--- src/design/bg_pkg.sv ---
`default_nettype none

package bg_pkg;

	// video memory is 8 KiB addressed from its own base
	localparam int vram_aw = 13;

	// tile maps picked by lcdc_map_sel
	localparam logic [vram_aw-1:0] map_base_0 = 13'h1800;
	localparam logic [vram_aw-1:0] map_base_1 = 13'h1C00;

	// tile data regions picked by lcdc_tile_sel
	localparam logic [vram_aw-1:0] tile_base_unsigned = 13'h0000; // lcdc_tile_sel = 1
	localparam logic [vram_aw-1:0] tile_base_signed   = 13'h1000; // lcdc_tile_sel = 0 with index -128..127

	localparam int line_pixels = 160;

	// 20 visible tiles plus one more for the fine scroll spill
	localparam int line_tiles = 21;
	localparam int line_bits  = line_tiles * 8;

	typedef enum logic [2:0] {
		st_idle,
		st_map_rd,
		st_map_wait,
		st_lo_rd,
		st_lo_wait,
		st_hi_rd,
		st_hi_wait,
		st_hold
	} fetch_state_t;

	// which address the map unit presents
	typedef enum logic [1:0] {
		kind_map,
		kind_lo,
		kind_hi
	} fetch_kind_t;

endpackage

`default_nettype wire

--- src/design/bg_map_addr.sv ---
`timescale 1ns/1ns
`default_nettype none

module bg_map_addr (
	input  logic                         clkpipe,
	input  logic                         rst_n,
	input  logic                         line_start,
	input  logic [7:0]                   ly,
	input  logic [7:0]                   scx,
	input  logic [7:0]                   scy,
	input  logic                         lcdc_map_sel,
	input  logic                         lcdc_tile_sel,
	input  logic                         tile_advance,
	input  bg_pkg::fetch_kind_t          fetch_kind,
	input  logic [7:0]                   tile_idx,
	output logic [bg_pkg::vram_aw-1:0]   vram_addr
);

	logic [7:0] row_q;       // ly + scy wrapping at 256
	logic [4:0] coarse_q;    // scx / 8
	logic       map_sel_q;
	logic       tile_sel_q;
	logic [4:0] tile_col;

	logic [4:0]                 col;
	logic [9:0]                 map_off;
	logic [bg_pkg::vram_aw-1:0] map_addr;
	logic [bg_pkg::vram_aw-1:0] data_base;
	logic [bg_pkg::vram_aw-1:0] lo_addr;

	always_ff @(posedge clkpipe) begin
		if (!rst_n) begin
			row_q      <= '0;
			coarse_q   <= '0;
			map_sel_q  <= 1'b0;
			tile_sel_q <= 1'b0;
			tile_col   <= '0;
		end else if (line_start) begin
			row_q      <= ly + scy;
			coarse_q   <= scx[7:3];
			map_sel_q  <= lcdc_map_sel;
			tile_sel_q <= lcdc_tile_sel;
			tile_col   <= '0;
		end else if (tile_advance) begin
			tile_col <= tile_col + 5'd1; // wraps at 32
		end
	end

	assign col     = coarse_q + tile_col; // horizontal wrap inside the 32 wide map
	assign map_off = {row_q[7:3], col};
	assign map_addr = (map_sel_q ? bg_pkg::map_base_1 : bg_pkg::map_base_0) + {3'b000, map_off};

	// signed mode sign-extends the index before scaling by 16
	assign data_base = tile_sel_q ?
		bg_pkg::tile_base_unsigned + {1'b0, tile_idx, 4'b0000} :
		bg_pkg::tile_base_signed + {tile_idx[7], tile_idx, 4'b0000};

	assign lo_addr = data_base + {9'd0, row_q[2:0], 1'b0}; // two bytes per tile row

	always_comb begin
		case (fetch_kind)
			bg_pkg::kind_map: vram_addr = map_addr;
			bg_pkg::kind_lo:  vram_addr = lo_addr;
			default:          vram_addr = lo_addr + 13'd1; // high plane follows low
		endcase
	end

endmodule

`default_nettype wire

--- src/design/bg_fetcher.sv ---
`timescale 1ns/1ns
`default_nettype none

module bg_fetcher (
	input  logic                clkpipe,
	input  logic                rst_n,
	input  logic                line_start,
	input  logic                line_done,
	input  logic                vram_req_ready,
	input  logic [7:0]          vram_rdata,
	input  logic                vram_rdata_valid,
	input  logic                plane_empty,
	output logic                vram_req_valid,
	output bg_pkg::fetch_kind_t fetch_kind,
	output logic                tile_advance,
	output logic [7:0]          tile_idx,
	output logic [7:0]          tile_lo,
	output logic [7:0]          tile_hi,
	output logic                plane_load,
	output logic                line_busy
);

	bg_pkg::fetch_state_t state;
	bg_pkg::fetch_state_t state_nx;

	logic [4:0] tile_cnt; // tiles handed to the shifters this line
	logic       last_tile;

	assign last_tile = tile_cnt == 5'(bg_pkg::line_tiles - 1);

	always_comb begin
		state_nx       = state;
		vram_req_valid = 1'b0;
		fetch_kind     = bg_pkg::kind_map;
		tile_advance   = 1'b0;
		plane_load     = 1'b0;

		case (state)
			bg_pkg::st_idle: begin
				if (line_start)
					state_nx = bg_pkg::st_map_rd;
			end
			bg_pkg::st_map_rd: begin
				vram_req_valid = 1'b1;
				if (vram_req_ready)
					state_nx = bg_pkg::st_map_wait;
			end
			bg_pkg::st_map_wait: begin
				if (vram_rdata_valid) begin
					tile_advance = 1'b1; // next map column for the following tile
					state_nx     = bg_pkg::st_lo_rd;
				end
			end
			bg_pkg::st_lo_rd: begin
				vram_req_valid = 1'b1;
				fetch_kind     = bg_pkg::kind_lo;
				if (vram_req_ready)
					state_nx = bg_pkg::st_lo_wait;
			end
			bg_pkg::st_lo_wait: begin
				if (vram_rdata_valid)
					state_nx = bg_pkg::st_hi_rd;
			end
			bg_pkg::st_hi_rd: begin
				vram_req_valid = 1'b1;
				fetch_kind     = bg_pkg::kind_hi;
				if (vram_req_ready)
					state_nx = bg_pkg::st_hi_wait;
			end
			bg_pkg::st_hi_wait: begin
				if (vram_rdata_valid)
					state_nx = bg_pkg::st_hold;
			end
			bg_pkg::st_hold: begin
				// byte pair waits here until the shifters run dry
				if (plane_empty) begin
					plane_load = 1'b1;
					state_nx   = last_tile ? bg_pkg::st_idle : bg_pkg::st_map_rd;
				end
			end
			default: state_nx = bg_pkg::st_idle;
		endcase
	end

	always_ff @(posedge clkpipe) begin
		if (!rst_n) begin
			state     <= bg_pkg::st_idle;
			line_busy <= 1'b0;
			tile_cnt  <= '0;
		end else begin
			state <= line_done ? bg_pkg::st_idle : state_nx;

			if (line_start)
				line_busy <= 1'b1;
			else if (line_done)
				line_busy <= 1'b0;

			if (line_start)
				tile_cnt <= '0;
			else if (plane_load)
				tile_cnt <= tile_cnt + 5'd1;
		end
	end

	// response bytes
	always_ff @(posedge clkpipe) begin
		if (vram_rdata_valid) begin
			case (state)
				bg_pkg::st_map_wait: tile_idx <= vram_rdata;
				bg_pkg::st_lo_wait:  tile_lo  <= vram_rdata;
				bg_pkg::st_hi_wait:  tile_hi  <= vram_rdata;
				default: ;
			endcase
		end
	end

	// memory side must answer exactly one cycle after an accepted request
	a_rsp_follows_req: assert property (@(posedge clkpipe) disable iff (!rst_n)
		vram_rdata_valid |-> $past(vram_req_valid && vram_req_ready));

	a_load_in_line: assert property (@(posedge clkpipe) disable iff (!rst_n)
		plane_load |-> line_busy);

endmodule

`default_nettype wire

--- src/design/bg_plane_shifter.sv ---
`timescale 1ns/1ns
`default_nettype none

module bg_plane_shifter (
	input  logic       clkpipe,
	input  logic       rst_n,
	input  logic       load,
	input  logic       shift,
	input  logic [7:0] data,
	output logic       bit_out,
	output logic       empty
);

	logic [7:0] data_q;
	logic [3:0] cnt; // bits still held from 0 to 8

	always_ff @(posedge clkpipe) begin
		if (!rst_n) begin
			cnt <= '0;
		end else if (load) begin
			cnt <= 4'd8;
		end else if (shift) begin
			cnt <= cnt - 4'd1;
		end
	end

	always_ff @(posedge clkpipe) begin
		if (load)
			data_q <= data;
		else if (shift)
			data_q <= {data_q[6:0], 1'b0}; // msb leaves first
	end

	assign bit_out = data_q[7];
	assign empty   = cnt == 4'd0;

	// fetcher only refills a drained plane
	a_load_when_empty: assert property (@(posedge clkpipe) disable iff (!rst_n)
		load |-> empty);

	// and the mixer never pulls from an empty one
	a_shift_when_full: assert property (@(posedge clkpipe) disable iff (!rst_n)
		shift |-> !empty);

endmodule

`default_nettype wire

--- src/design/bg_pixel_mixer.sv ---
`timescale 1ns/1ns
`default_nettype none

module bg_pixel_mixer (
	input  logic       clkpipe,
	input  logic       rst_n,
	input  logic       line_start,
	input  logic [7:0] scx,
	input  logic       bit_lo,
	input  logic       bit_hi,
	input  logic       plane_empty,
	input  logic [7:0] bgp,
	input  logic       pix_ready,
	output logic       shift,
	output logic [1:0] pix_shade,
	output logic       pix_valid,
	output logic       line_done
);

	logic       active_q;
	logic [2:0] fine_q;
	logic [7:0] bit_cnt; // every bit shifted this line including discards
	logic [7:0] pix_cnt; // pixels handed out

	logic       discard;
	logic       pix_phase;
	logic       drain;
	logic       out_free;
	logic       take;
	logic [1:0] cidx;

	assign discard   = bit_cnt < {5'd0, fine_q};
	assign pix_phase = !discard && (bit_cnt < 8'(bg_pkg::line_pixels) + {5'd0, fine_q});
	assign drain     = !discard && !pix_phase && (bit_cnt != 8'(bg_pkg::line_bits)); // spare bits of the last tile

	assign out_free = !pix_valid || pix_ready;
	assign shift    = active_q && !plane_empty && (discard || drain || (pix_phase && out_free));
	assign take     = shift && pix_phase;

	assign cidx = {bit_hi, bit_lo};

	always_ff @(posedge clkpipe) begin
		if (!rst_n) begin
			active_q  <= 1'b0;
			fine_q    <= '0;
			bit_cnt   <= '0;
			pix_cnt   <= '0;
			pix_valid <= 1'b0;
			line_done <= 1'b0;
		end else begin
			line_done <= 1'b0;
			if (line_start) begin
				active_q <= 1'b1;
				fine_q   <= scx[2:0];
				bit_cnt  <= '0;
				pix_cnt  <= '0;
			end else begin
				if (shift)
					bit_cnt <= bit_cnt + 8'd1;
				if (pix_valid && pix_ready)
					pix_cnt <= pix_cnt + 8'd1;
				// all pixels out and the planes drained
				if (active_q && pix_cnt == 8'(bg_pkg::line_pixels) &&
						bit_cnt == 8'(bg_pkg::line_bits)) begin
					line_done <= 1'b1;
					active_q  <= 1'b0;
				end
			end

			if (take)
				pix_valid <= 1'b1;
			else if (pix_ready)
				pix_valid <= 1'b0;
		end
	end

	always_ff @(posedge clkpipe) begin
		if (take)
			pix_shade <= bgp[{cidx, 1'b0} +: 2]; // palette bits 2c+1:2c
	end

endmodule

`default_nettype wire

--- src/design/bg_top.sv ---
`timescale 1ns/1ns
`default_nettype none

module bg_top (
	input  logic                       clkpipe,
	input  logic                       rst_n,
	input  logic                       line_start,
	input  logic [7:0]                 ly,
	input  logic [7:0]                 scx,
	input  logic [7:0]                 scy,
	input  logic                       lcdc_map_sel,
	input  logic                       lcdc_tile_sel,
	input  logic [7:0]                 bgp,
	output logic [bg_pkg::vram_aw-1:0] vram_addr,
	output logic                       vram_req_valid,
	input  logic                       vram_req_ready,
	input  logic [7:0]                 vram_rdata,
	input  logic                       vram_rdata_valid,
	output logic [1:0]                 pix_shade,
	output logic                       pix_valid,
	input  logic                       pix_ready,
	output logic                       line_done,
	output logic                       line_busy
);

	logic                line_go; // accepted line command
	bg_pkg::fetch_kind_t fetch_kind;
	logic                tile_advance;
	logic [7:0]          tile_idx;
	logic [7:0]          tile_lo;
	logic [7:0]          tile_hi;
	logic                plane_load;
	logic                plane_empty;
	logic                shift;
	logic [7:0]          plane_byte [2];
	logic [1:0]          plane_bit;

	assign line_go = line_start && !line_busy;

	bg_map_addr u_map_addr (
		.clkpipe       (clkpipe),
		.rst_n         (rst_n),
		.line_start    (line_go),
		.ly            (ly),
		.scx           (scx),
		.scy           (scy),
		.lcdc_map_sel  (lcdc_map_sel),
		.lcdc_tile_sel (lcdc_tile_sel),
		.tile_advance  (tile_advance),
		.fetch_kind    (fetch_kind),
		.tile_idx      (tile_idx),
		.vram_addr     (vram_addr)
	);

	bg_fetcher u_fetcher (
		.clkpipe          (clkpipe),
		.rst_n            (rst_n),
		.line_start       (line_go),
		.line_done        (line_done),
		.vram_req_ready   (vram_req_ready),
		.vram_rdata       (vram_rdata),
		.vram_rdata_valid (vram_rdata_valid),
		.plane_empty      (plane_empty),
		.vram_req_valid   (vram_req_valid),
		.fetch_kind       (fetch_kind),
		.tile_advance     (tile_advance),
		.tile_idx         (tile_idx),
		.tile_lo          (tile_lo),
		.tile_hi          (tile_hi),
		.plane_load       (plane_load),
		.line_busy        (line_busy)
	);

	assign plane_byte[0] = tile_lo;
	assign plane_byte[1] = tile_hi;

	// both planes load and shift together, so plane 0 speaks for the pair
	for (genvar plane = 0; plane < 2; plane++) begin : g_plane
		if (plane == 0) begin : g_lead
			bg_plane_shifter u_shifter (
				.clkpipe (clkpipe),
				.rst_n   (rst_n),
				.load    (plane_load),
				.shift   (shift),
				.data    (plane_byte[plane]),
				.bit_out (plane_bit[plane]),
				.empty   (plane_empty)
			);
		end else begin : g_follow
			bg_plane_shifter u_shifter (
				.clkpipe (clkpipe),
				.rst_n   (rst_n),
				.load    (plane_load),
				.shift   (shift),
				.data    (plane_byte[plane]),
				.bit_out (plane_bit[plane]),
				.empty   ()
			);
		end
	end

	bg_pixel_mixer u_mixer (
		.clkpipe     (clkpipe),
		.rst_n       (rst_n),
		.line_start  (line_go),
		.scx         (scx),
		.bit_lo      (plane_bit[0]),
		.bit_hi      (plane_bit[1]),
		.plane_empty (plane_empty),
		.bgp         (bgp),
		.pix_ready   (pix_ready),
		.shift       (shift),
		.pix_shade   (pix_shade),
		.pix_valid   (pix_valid),
		.line_done   (line_done)
	);

endmodule

`default_nettype wire

--- config.mk ---
export PLATFORM = sky130hd
export DESIGN_NAME = bg_top
export DESIGN_NICKNAME = d
export VERILOG_FILES = /design/src/design/bg_pkg.sv /design/src/design/bg_map_addr.sv /design/src/design/bg_fetcher.sv /design/src/design/bg_plane_shifter.sv /design/src/design/bg_pixel_mixer.sv /design/src/design/bg_top.sv
export SDC_FILE = /design/constraint.sdc
export NUM_CORES = 1
export LEC_CHECK = 0
export BUFFER_PORTS_ARGS = -buffer_cell sky130_fd_sc_hd__buf_2
export CAP_MARGIN = 20
export CORE_ASPECT_RATIO = 0.75
export CORE_UTILIZATION = 59
export CTS_BUF_LIST = sky130_fd_sc_hd__clkbuf_2 sky130_fd_sc_hd__clkbuf_4 sky130_fd_sc_hd__clkbuf_8
export CTS_CLUSTER_SIZE = 14
export DETAILED_ROUTE_END_ITERATION = 10
export GPL_ROUTABILITY_DRIVEN = 0
export PLACE_DENSITY = 0.92
export RECOVER_POWER = 50
export SLEW_MARGIN = 20
export SYNTH_ARGS = -nofsm -noshare
export SYNTH_HDL_FRONTEND = slang
export SYNTH_SLANG_ARGS = --single-unit
--- constraint.sdc ---
create_clock -name clkpipe -period 4 [get_ports clkpipe]
set_input_delay 1.2 -clock clkpipe [delete_from_list [all_inputs] [get_ports clkpipe]]
set_output_delay 1.2 -clock clkpipe [all_outputs]
set_load 0.01 [all_outputs]
==> results of run 1 <==
-- sequential cells by signal, summed over array words and instances (netlist names), 3 cells and up --
register / count
u_fetcher.tile_cnt: 5
u_fetcher.tile_hi: 8
g_plane.g_follow.u_shifter.data_q: 8
u_mixer.fine_q: 3
u_fetcher.tile_idx: 8
g_plane.g_lead.u_shifter.cnt: 4
u_fetcher.tile_lo: 8
u_map_addr.row_q: 8
u_mixer.pix_cnt: 8
u_mixer.bit_cnt: 8
g_plane.g_lead.u_shifter.data_q: 8
u_fetcher.state: 3
u_map_addr.coarse_q: 5
u_map_addr.tile_col: 5
-- cell usage in the layout (no fill, tap or decap), types with 9 or more instances in the layout --
cell type	synthesis	layout
xnor2_1	9	9
nor2_1	31	31
clkbuf_8	0	9
nand2_1	92	92
buf_2	1	53
clkbuf_1	18	16
nand4_1	11	11
xor2_1	11	11
ha_1	21	21
dfxtp_1	55	55
edfxtp_1	42	42
inv_1	21	21
a21oi_1	41	41
o21ai_0	20	19
-- critical path, cell delays in order (launching register included) --
cell and delay [ns]:
dfxtp_1 0.58, xor2_1 0.23, nand2_1 0.40, mux2_2 0.43, buf_2 0.14
-- cells in the mapped netlist, types with 9 or more instances --
cell | instances | area [sq um]
nand2_1 | 92 | 345
dfxtp_1 | 55 | 1100
edfxtp_1 | 42 | 1260
a21oi_1 | 41 | 205
nor2_1 | 31 | 116
ha_1 | 21 | 263
inv_1 | 21 | 78.8
o21ai_0 | 20 | 100
clkbuf_1 | 18 | 67.6
nand4_1 | 11 | 68.8
xor2_1 | 11 | 96.3
xnor2_1 | 9 | 78.8
-- power groups by stage --
| stage | clock, W | sequential (W) | combinational, W |
|---|---|---|---|
| floorplan | 0 | 0.00114 | 0.000208 |
| global placement | 0 | 0.00115 | 0.000284 |
| detailed placement | 0 | 0.00115 | 0.000305 |
| CTS | 0.000586 | 0.00113 | 0.000308 |
| global route | 0.000625 | 0.00114 | 0.000340 |
| finish | 0.000578 | 0.00113 | 0.000307 |
-- cells by family after synthesis --
logic type	after synthesis	share of synthesized area
AND/OR/NAND/NOR	194	0.202
flip-flops	97	0.512
AO/OA/AOI/OAI	88	0.113
buffers and inverters	43	0.0353
adder cells (fa/ha/maj)	23	0.0657
XOR/XNOR	20	0.0380
multiplexers	12	0.0337
-- routing by layer --
| layer | track usage | vias to the layer above |
|---|---|---|
| met4 | 0.0971 | 0 |
| met2 | 0.451 | 129 |
| met5 | 0 | - |
| met1 | 0.303 | 1763 |
| met3 | 0.0714 | 17 |
| li1 | - | 1817 |
-- per-stage QoR --
| stage | hold WS [ns] | std cells |
|---|---|---|
| 2_1_floorplan | 0.428 | 477 |
| 3_3_place_gp | 0.447 | 629 |
| 3_5_place_dp | 0.450 | 629 |
| 4_1_cts | 0.463 | 645 |
| 5_1_grt | 0.488 | 645 |
| 6_report | 0.466 | 645 |
-- how the worst max path moves through the flow --
stage                                               start                                                   to  slack, ns  cells after the start
after floorplan                                 pix_ready  g_plane[0].g_lead.u_shifter.data_q[0]$_SDFFCE_PN0P_       0.78                      4
after global placement    u_fetcher.state[2]$_SDFFE_PP0P_                                        vram_addr[11]       1.14                      4
after detailed placement  u_fetcher.state[2]$_SDFFE_PP0P_                                        vram_addr[11]       1.06                      4
after CTS                 u_fetcher.state[2]$_SDFFE_PP0P_                                        vram_addr[11]       0.66                      4
after global routing      u_fetcher.state[2]$_SDFFE_PP0P_                                        vram_addr[11]       0.54                      4
final                     u_fetcher.state[2]$_SDFFE_PP0P_                                         vram_addr[3]       0.65                      4
-- cell type report --
| cell class | count | area [sq um] |
|---|---|---|
| clock inverter | 7 | 51.3 |
| timing repair buffer | 73 | 355 |
| sequential | 97 | 2360 |
| tap | 101 | 126 |
| clock buffer | 9 | 124 |
| multi-input combinational | 337 | 2090 |
| inverter | 21 | 78.8 |
| fill | 585 | 2280 |
==> impl_metrics.toml, run 1 <==
[timing]
max-slew-margin-rel = 0.253
fin_ws_ns = 0.651
finalHoldViolCount = 0
setup_viol = 0
clock_skew_ns = 0.0183
period_share = 0.837
setup_tns_ns = 0
rsz0062_at_grt = "false"
min_period_ns = 3.35
fmax_mhz = 299
final_max_slew_viol_count = 0
worst_pin_slew_ns = 1.12

[floorplan]
core-area_sq_mm = 0.00747
io_pins = 67
rows = 27
die_area_sq_mm = 0.00818
die_width_um = 104
start_util = 0.618
die_h_um = 78.6

[synthesis]
synth_nets = 548
synthFlopType = "dfxtp_1"
synth_edf_count = 42
async_flop_share = 0
syn_area_per_cell_sq_um = 9.67
synth_warnings = 0
netlist_instances = 477
synth_cell_type_count = 49
synth_seq_cells = 97
ys_seq_area_frac = 0.512
syn_area_sq_mm = 0.00461

[power]
pwr-share-comb = 0.152
internal-power_w = 0.00145
power_density_mw_per_mm2 = 389
switching_share = 0.282
power_switching_w = 0.000569
power_w = 0.00201
p_clk_frac = 0.287
ir_drop_v = 0.000224
leakage_nw = 2.05
seqPwrFrac = 0.561

[outcome]
status = "complete, no violations"

[hold_path]
hold_end = "u_mixer.fine_q[0]$_SDFFE_PN0P_"
min_path_cells = 2
min_path_type = "reg -> reg"
worstHoldStart = "u_mixer.fine_q[0]$_SDFFE_PN0P_"

[route]
vias = 3726
met3_length_um = 704
avgRoutedWirePerCell_um = 15.8
via_per_inst = 5.78
post-route-drc-count = 0
wl_met2_um = 5170
first_iter_violations = 285
drt-total-wl_um = 10200
first_pass_iters = 5
routed.top_layer = "met4"
ant_nets = 0
met1_length_um = 4140

[cts]
cts-resized-gates = 0
cts_sinks = 97
postCtsSetupBuffers = 0
clock_path_buffers = 2
h-tree-depth = 3
path_clk_slew_ns = 0.09
cts_hold_buf = 0
clock-root-buffer = "clkbuf_8"
cts_made_buffers = 9
clk_latency_ns = 0.38
cts_tree = "built"

[critical_path]
critPathLaunchType = "register"
worstPathRequired_ns = 2.80
r2r_end = "g_plane[0].g_lead.u_shifter.data_q[5]$_DFFE_PP_"
rr_worst_depth = 6
crit_type = "reg -> out"
cp_max_fo = 15
end_kind = "output port"
rrSetupSlack_ns = 1.56
cp.arrival_ns = 2.15
rr_startpoint = "g_plane[0].g_lead.u_shifter.cnt[1]$_SDFFE_PP0P_"

[global_routing]
grt_pass1_wl_um = 16300
grt_usage = 0.257
grt_remaining_overflow = 0
antenna_found_initial = 0
grt_pass1_vias = 3583
grt_max_degree = 24

[layout]
fin_util = 0.694
diodes = 0
nNetsFinal = 610
area_growth_pct = 12.4
final_area_sq_mm = 0.00518
drive_above_1_share = 0.158

[flow_run]
maxCapViolations = 0

[place]
place_hpwl_um = 7470
port_buffers = 66
placed_area_sq_mm = 0.00504
pre_cts_slack_ns = 1.06
Note: power is estimated with default switching activity, not from simulation.
==> run 2, diff against run 1 <==
--- a/config.mk
+++ b/config.mk
@@ -8,12 +8,12 @@
 export BUFFER_PORTS_ARGS = -buffer_cell sky130_fd_sc_hd__buf_2
 export CAP_MARGIN = 20
 export CORE_ASPECT_RATIO = 0.75
-export CORE_UTILIZATION = 59
+export CORE_UTILIZATION = 53
 export CTS_BUF_LIST = sky130_fd_sc_hd__clkbuf_2 sky130_fd_sc_hd__clkbuf_4 sky130_fd_sc_hd__clkbuf_8
 export CTS_CLUSTER_SIZE = 14
 export DETAILED_ROUTE_END_ITERATION = 10
 export GPL_ROUTABILITY_DRIVEN = 0
-export PLACE_DENSITY = 0.92
+export PLACE_DENSITY = 0.88
 export RECOVER_POWER = 50
 export SLEW_MARGIN = 20
 export SYNTH_ARGS = -nofsm -noshare
==> constraint.sdc (replaced) <==
create_clock -name clkpipe -period 3.05 [get_ports clkpipe]
set_input_delay 0.915 -clock clkpipe [delete_from_list [all_inputs] [get_ports clkpipe]]
set_output_delay 0.915 -clock clkpipe [all_outputs]
set_load 0.01 [all_outputs]
==> run 2 against run 1 <==
Die area increased by 11%. Core utilization down 7.6 points. Combinational power up 29%. Setup slack got worse by 0.55 ns. Largest cell class unchanged. Largest power group unchanged.
==> impl_metrics.toml, run 2 (same netlist as run 1, synthesis figures left out) <==
[critical_path]
end_kind = "output port"
cp_max_fo = 4
rrSetupSlack_ns = 0.65
crit_type = "reg -> out"
r2r_end = "u_mixer.bit_cnt[3]$_SDFFE_PP0P_"
rr_startpoint = "u_mixer.bit_cnt[2]$_SDFFE_PP0P_"
critPathLaunchType = "register"
rr_worst_depth = 6
worstPathRequired_ns = 2.13
cp.arrival_ns = 2.03

[layout]
drive_above_1_share = 0.167
fin_util = 0.619
diodes = 0
nFillCells = 688
final_area_sq_mm = 0.00523
nNetsFinal = 612
layout_commonest_cell = "nand2_1"
final_cell_mix = "nand2_1, dfxtp_1, buf_2, edfxtp_1, a21oi_1"
area_growth_pct = 13.4

[cts]
cts_hold_buf = 0
cts_tree = "built"
clock_path_buffers = 2
h-tree-depth = 3
clock-root-buffer = "clkbuf_8"
cts_sinks = 97
path_clk_slew_ns = 0.10
clk_latency_ns = 0.37
cts_made_buffers = 9

[floorplan]
die_area_sq_mm = 0.00908
start_util = 0.545
die_h_um = 82.8
die_width_um = 110
rows = 29
io_pins = 67
core-area_sq_mm = 0.00845

[route]
drt-total-wl_um = 9840
avgRoutedWirePerCell_um = 15.0
first_iter_violations = 221
vias = 3738
via_per_inst = 5.72
first_pass_iters = 4
ant_nets = 0
post-route-drc-count = 0

[timing]
worst_pin_slew_ns = 1.16
final_max_slew_viol_count = 0
fmax_mhz = 340
fin_ws_ns = 0.105
max-slew-margin-rel = 0.218
setup_tns_ns = 0
min_period_ns = 2.94
finalHoldViolCount = 0
rsz0062_at_grt = "false"
setup_viol = 0
clock_skew_ns = 0.0119
period_share = 0.966
timing.hold.ws_ns = 0.464

[global_routing]
grt_remaining_overflow = 0
antenna_found_initial = 1
grt_max_degree = 24
grt_pass1_wl_um = 15900
grt_pass1_vias = 3468
grt_usage = 0.231

[hold_path]
min_path_cells = 2
min_path_type = "reg -> reg"
worstHoldStart = "u_map_addr.map_sel_q$_SDFFE_PN0P_"
hold_end = "u_map_addr.map_sel_q$_SDFFE_PN0P_"

[power]
power_density_mw_per_mm2 = 514
leakage_nw = 2.06
ir_drop_v = 0.000361

[outcome]
status = "complete, no violations"

[flow_run]
maxCapViolations = 0

[place]
placed_area_sq_mm = 0.00506
pre_cts_slack_ns = 0.409
port_buffers = 66
place_hpwl_um = 7130
run 2: report_power, final:
group | leakage, nW | switching [W] | total [W] | internal (W)
Sequential | 0.825 | 0.0000445 | 0.00148 | 0.00144
Combinational | 1.13 | 0.000235 | 0.000395 | 0.000160
Clock | 0.0991 | 0.000490 | 0.000811 | 0.000321
Total | 2.06 | 0.000770 | 0.00269 | 0.00192
run 2: per-stage QoR:
step           power, W  std cells
2_1_floorplan   0.00177        477
3_3_place_gp    0.00188        638
3_5_place_dp    0.00190        638
4_1_cts         0.00270        654
5_1_grt         0.00280        654
6_report        0.00269        654
run 2: area by class of cell:
cell class	instances	area [sq um]	area share
sequential	97	2360	0.452
multi-input combinational	337	2090	0.400
timing repair buffer	75	368	0.0703
tap	108	135	0.0258
clock buffer	9	124	0.0237
inverter	21	78.8	0.0151
clock inverter	7	66.3	0.0127
run 2: critical path: stages, from the launching register on:
cell and delay, ns:
dfxtp_2 0.36, ha_1 0.23, fa_2 0.36, a21o_1 0.18
a21oi_2 0.14, xnor2_1 0.08, a21oi_1 0.16, buf_2 0.15
run 2: repair_timing:
action	4_1_cts	5_1_grt
resized for setup	1	3
setup endpoints to repair	1	10
setup buffers	0	0
run 2: metal layers:
metal	GRT usage	part of all wire
met5	0	0
met1	0.298	0.45
met2	0.396	0.47
met4	0.0800	0.015
met3	0.0406	0.064
run 2: worst max-delay path by stage:
stage                                                   start                                             endpoint  cells past startpoint
after floorplan               u_mixer.bit_cnt[2]$_SDFFE_PP0P_  g_plane[0].g_lead.u_shifter.data_q[0]$_SDFFCE_PN0P_                      6
after global placement    u_map_addr.tile_col[0]$_SDFFE_PP0P_                                         vram_addr[4]                      7
after detailed placement  u_map_addr.tile_col[0]$_SDFFE_PP0P_                                         vram_addr[4]                      7
after CTS                     u_fetcher.state[1]$_SDFFE_PP0P_                                        vram_addr[11]                      4
after global routing      u_map_addr.tile_col[0]$_SDFFE_PP0P_                                         vram_addr[4]                      7
final                     u_map_addr.tile_col[0]$_SDFFE_PP0P_                                         vram_addr[4]                      7
==> run 3, diff against run 2 <==
--- a/config.mk
+++ b/config.mk
@@ -8,12 +8,13 @@
 export BUFFER_PORTS_ARGS = -buffer_cell sky130_fd_sc_hd__buf_2
 export CAP_MARGIN = 20
 export CORE_ASPECT_RATIO = 0.75
-export CORE_UTILIZATION = 53
+export CORE_UTILIZATION = 40
 export CTS_BUF_LIST = sky130_fd_sc_hd__clkbuf_2 sky130_fd_sc_hd__clkbuf_4 sky130_fd_sc_hd__clkbuf_8
 export CTS_CLUSTER_SIZE = 14
 export DETAILED_ROUTE_END_ITERATION = 10
 export GPL_ROUTABILITY_DRIVEN = 0
-export PLACE_DENSITY = 0.88
+export MAX_ROUTING_LAYER = met4
+export PLACE_DENSITY = 0.71
 export RECOVER_POWER = 50
 export SLEW_MARGIN = 20
 export SYNTH_ARGS = -nofsm -noshare
==> run 3 against run 2 <==
Core utilization down 14 points. Register-to-register slack about the same. Cell area increased by 1.8%. Die area is 32% higher. Routed wire length up 3.8%. Clock power is 19% higher. Largest cell class unchanged. Largest power group unchanged.
==> impl_metrics.toml, run 3 (same netlist as run 1, synthesis figures left out) <==
[timing]
final_max_slew_viol_count = 0
setup_tns_ns = 0
period_share = 0.967
min_period_ns = 2.95
fmax_mhz = 339
clock_skew_ns = 0.0130
rsz0062_at_grt = "false"
fin_ws_ns = 0.101
worst_pin_slew_ns = 1.19
finalHoldViolCount = 0
max-slew-margin-rel = 0.200
setup_viol = 0

[floorplan]
die_width_um = 126
die_area_sq_mm = 0.0120
start_util = 0.417
die_h_um = 95.0
core-area_sq_mm = 0.0111
rows = 33
io_pins = 67

[cts]
clk_latency_ns = 0.37
path_clk_slew_ns = 0.10
postCtsSetupBuffers = 0
cts_made_buffers = 9
clock_path_buffers = 2
cts_sinks = 97
clock-root-buffer = "clkbuf_8"
h-tree-depth = 3
cts_tree = "built"

[critical_path]
crit_type = "reg -> out"
cp_slowest_cell = "fa_2"
critPathBufInv = 1
cpPeakStageDelay_ns = 0.37
crit_family = "adder cells"
critPathLaunchType = "register"
worstPathRequired_ns = 2.13
cp.arrival_ns = 2.03
end_kind = "output port"
cp_max_fo = 4
crit_chain = "ha_1 > fa_2 > a21o_1 > a21oi_2 > xnor2_1 > a21oi_1 > buf_2"

[flow_run]
maxCapViolations = 0

[global_routing]
grt_pass1_vias = 3462
grt_usage = 0.186
grt_remaining_overflow = 0
grt_pass1_wl_um = 16600
grt_max_degree = 24
antenna_found_initial = 0

[route]
ant_nets = 0
first_iter_violations = 183
drt-total-wl_um = 10200
avgRoutedWirePerCell_um = 14.9
first_pass_iters = 5
via_per_inst = 5.28
post-route-drc-count = 0
vias = 3624

[power]
p_clk_frac = 0.340
pwr-share-comb = 0.138
ir_drop_v = 0.000258
seqPwrFrac = 0.522
leakage_nw = 2.09
switching_share = 0.263
internal-power_w = 0.00209
power_switching_w = 0.000747
power_density_mw_per_mm2 = 533

[layout]
drive_above_1_share = 0.170
layout_commonest_cell = "nand2_1"
nNetsFinal = 613
area_growth_pct = 15.5
diodes = 0
final_cell_mix = "nand2_1, dfxtp_1, buf_2, edfxtp_1, a21oi_1"

[outcome]
status = "complete, no violations"

[place]
place_hpwl_um = 7300
pre_cts_slack_ns = 0.415
port_buffers = 66

[hold_path]
min_path_type = "reg -> reg"
-- run 3: changes by cell type in the layout (fill, tap and decap cells not counted) --
| cell | delta |
|---|---|
| inv_6 | -3 |
| clkbuf_8 | +1 |
| bufinv_16 | +2 |
| inv_8 | -1 |
| buf_4 | +2 |
| clkbuf_1 | -1 |
| clkinv_4 | +1 |
-- run 3: worst paths after layout --
kind	cells after the start	slack (ns)	startpoint	endpoint
setup reg to reg	6	0.64	u_mixer.bit_cnt[2]$_SDFFE_PP0P_	g_plane[0].g_lead.u_shifter.data_q[0]$_SDFFCE_PN0P_
setup / recovery	7	0.10	u_map_addr.tile_col[0]$_SDFFE_PP0P_	vram_addr[4]
hold / removal	2	0.46	u_map_addr.map_sel_q$_SDFFE_PN0P_	u_map_addr.map_sel_q$_SDFFE_PN0P_
hold reg to reg	2	0.46	u_map_addr.map_sel_q$_SDFFE_PN0P_	u_map_addr.map_sel_q$_SDFFE_PN0P_
-- run 3: layout make-up --
type / count / area, sq um
clock buffers: 10 / 138
clock inverters: 6 / 97.6
fillers: 1063 / 5740
inverters: 21 / 78.8
multi-input cells: 337 / 2090
flip-flops and latches: 97 / 2360
well taps: 140 / 175
repair buffers: 76 / 379
-- run 3: power by group through the flow --
stage / Clock [W] / Sequential (W) / Combinational (W)
3_3_place_gp: 0 / 0.00151 / 0.000382
6_report: 0.000965 / 0.00148 / 0.000391
5_1_grt: 0.00103 / 0.00149 / 0.000436
4_1_cts: 0.000994 / 0.00148 / 0.000396
3_5_place_dp: 0 / 0.00151 / 0.000392
2_1_floorplan: 0 / 0.00149 / 0.000274
-- run 3: metal layers --
layer	vias up	wire length [um]	GRT usage
li1	1811	-	-
met1	1688	4840	0.231
met2	113	4660	0.301
met3	12	565	0.0414
met4	0	147	0.0663
met5	-	0	-
-- run 3: worst min-delay path, stage by stage (launching register included) --
cell and delay, ns:
dfxtp_1 0.32, nand2_1 0.05, a21oi_1 0.05
-- run 3: repair_timing --
item	4_1_cts	5_1_grt
gates resized for setup	2	2
endpoints found under the setup margin	7	1
hold buffers	0	0
-- run 3: metrics by stage --
stage | instances | area (sq um) | hold WS [ns] | utilization | total power, W
6_report | 687 | 5330 | 0.460 | 0.481 | 0.00284
5_1_grt | 687 | 5330 | 0.493 | 0.481 | 0.00296
4_1_cts | 687 | 5350 | 0.462 | 0.484 | 0.00287
3_5_place_dp | 671 | 5110 | 0.447 | 0.462 | 0.00190
3_3_place_gp | 671 | 5110 | 0.438 | 0.462 | 0.00189
2_1_floorplan | 477 | 4610 | 0.428 | - | 0.00177
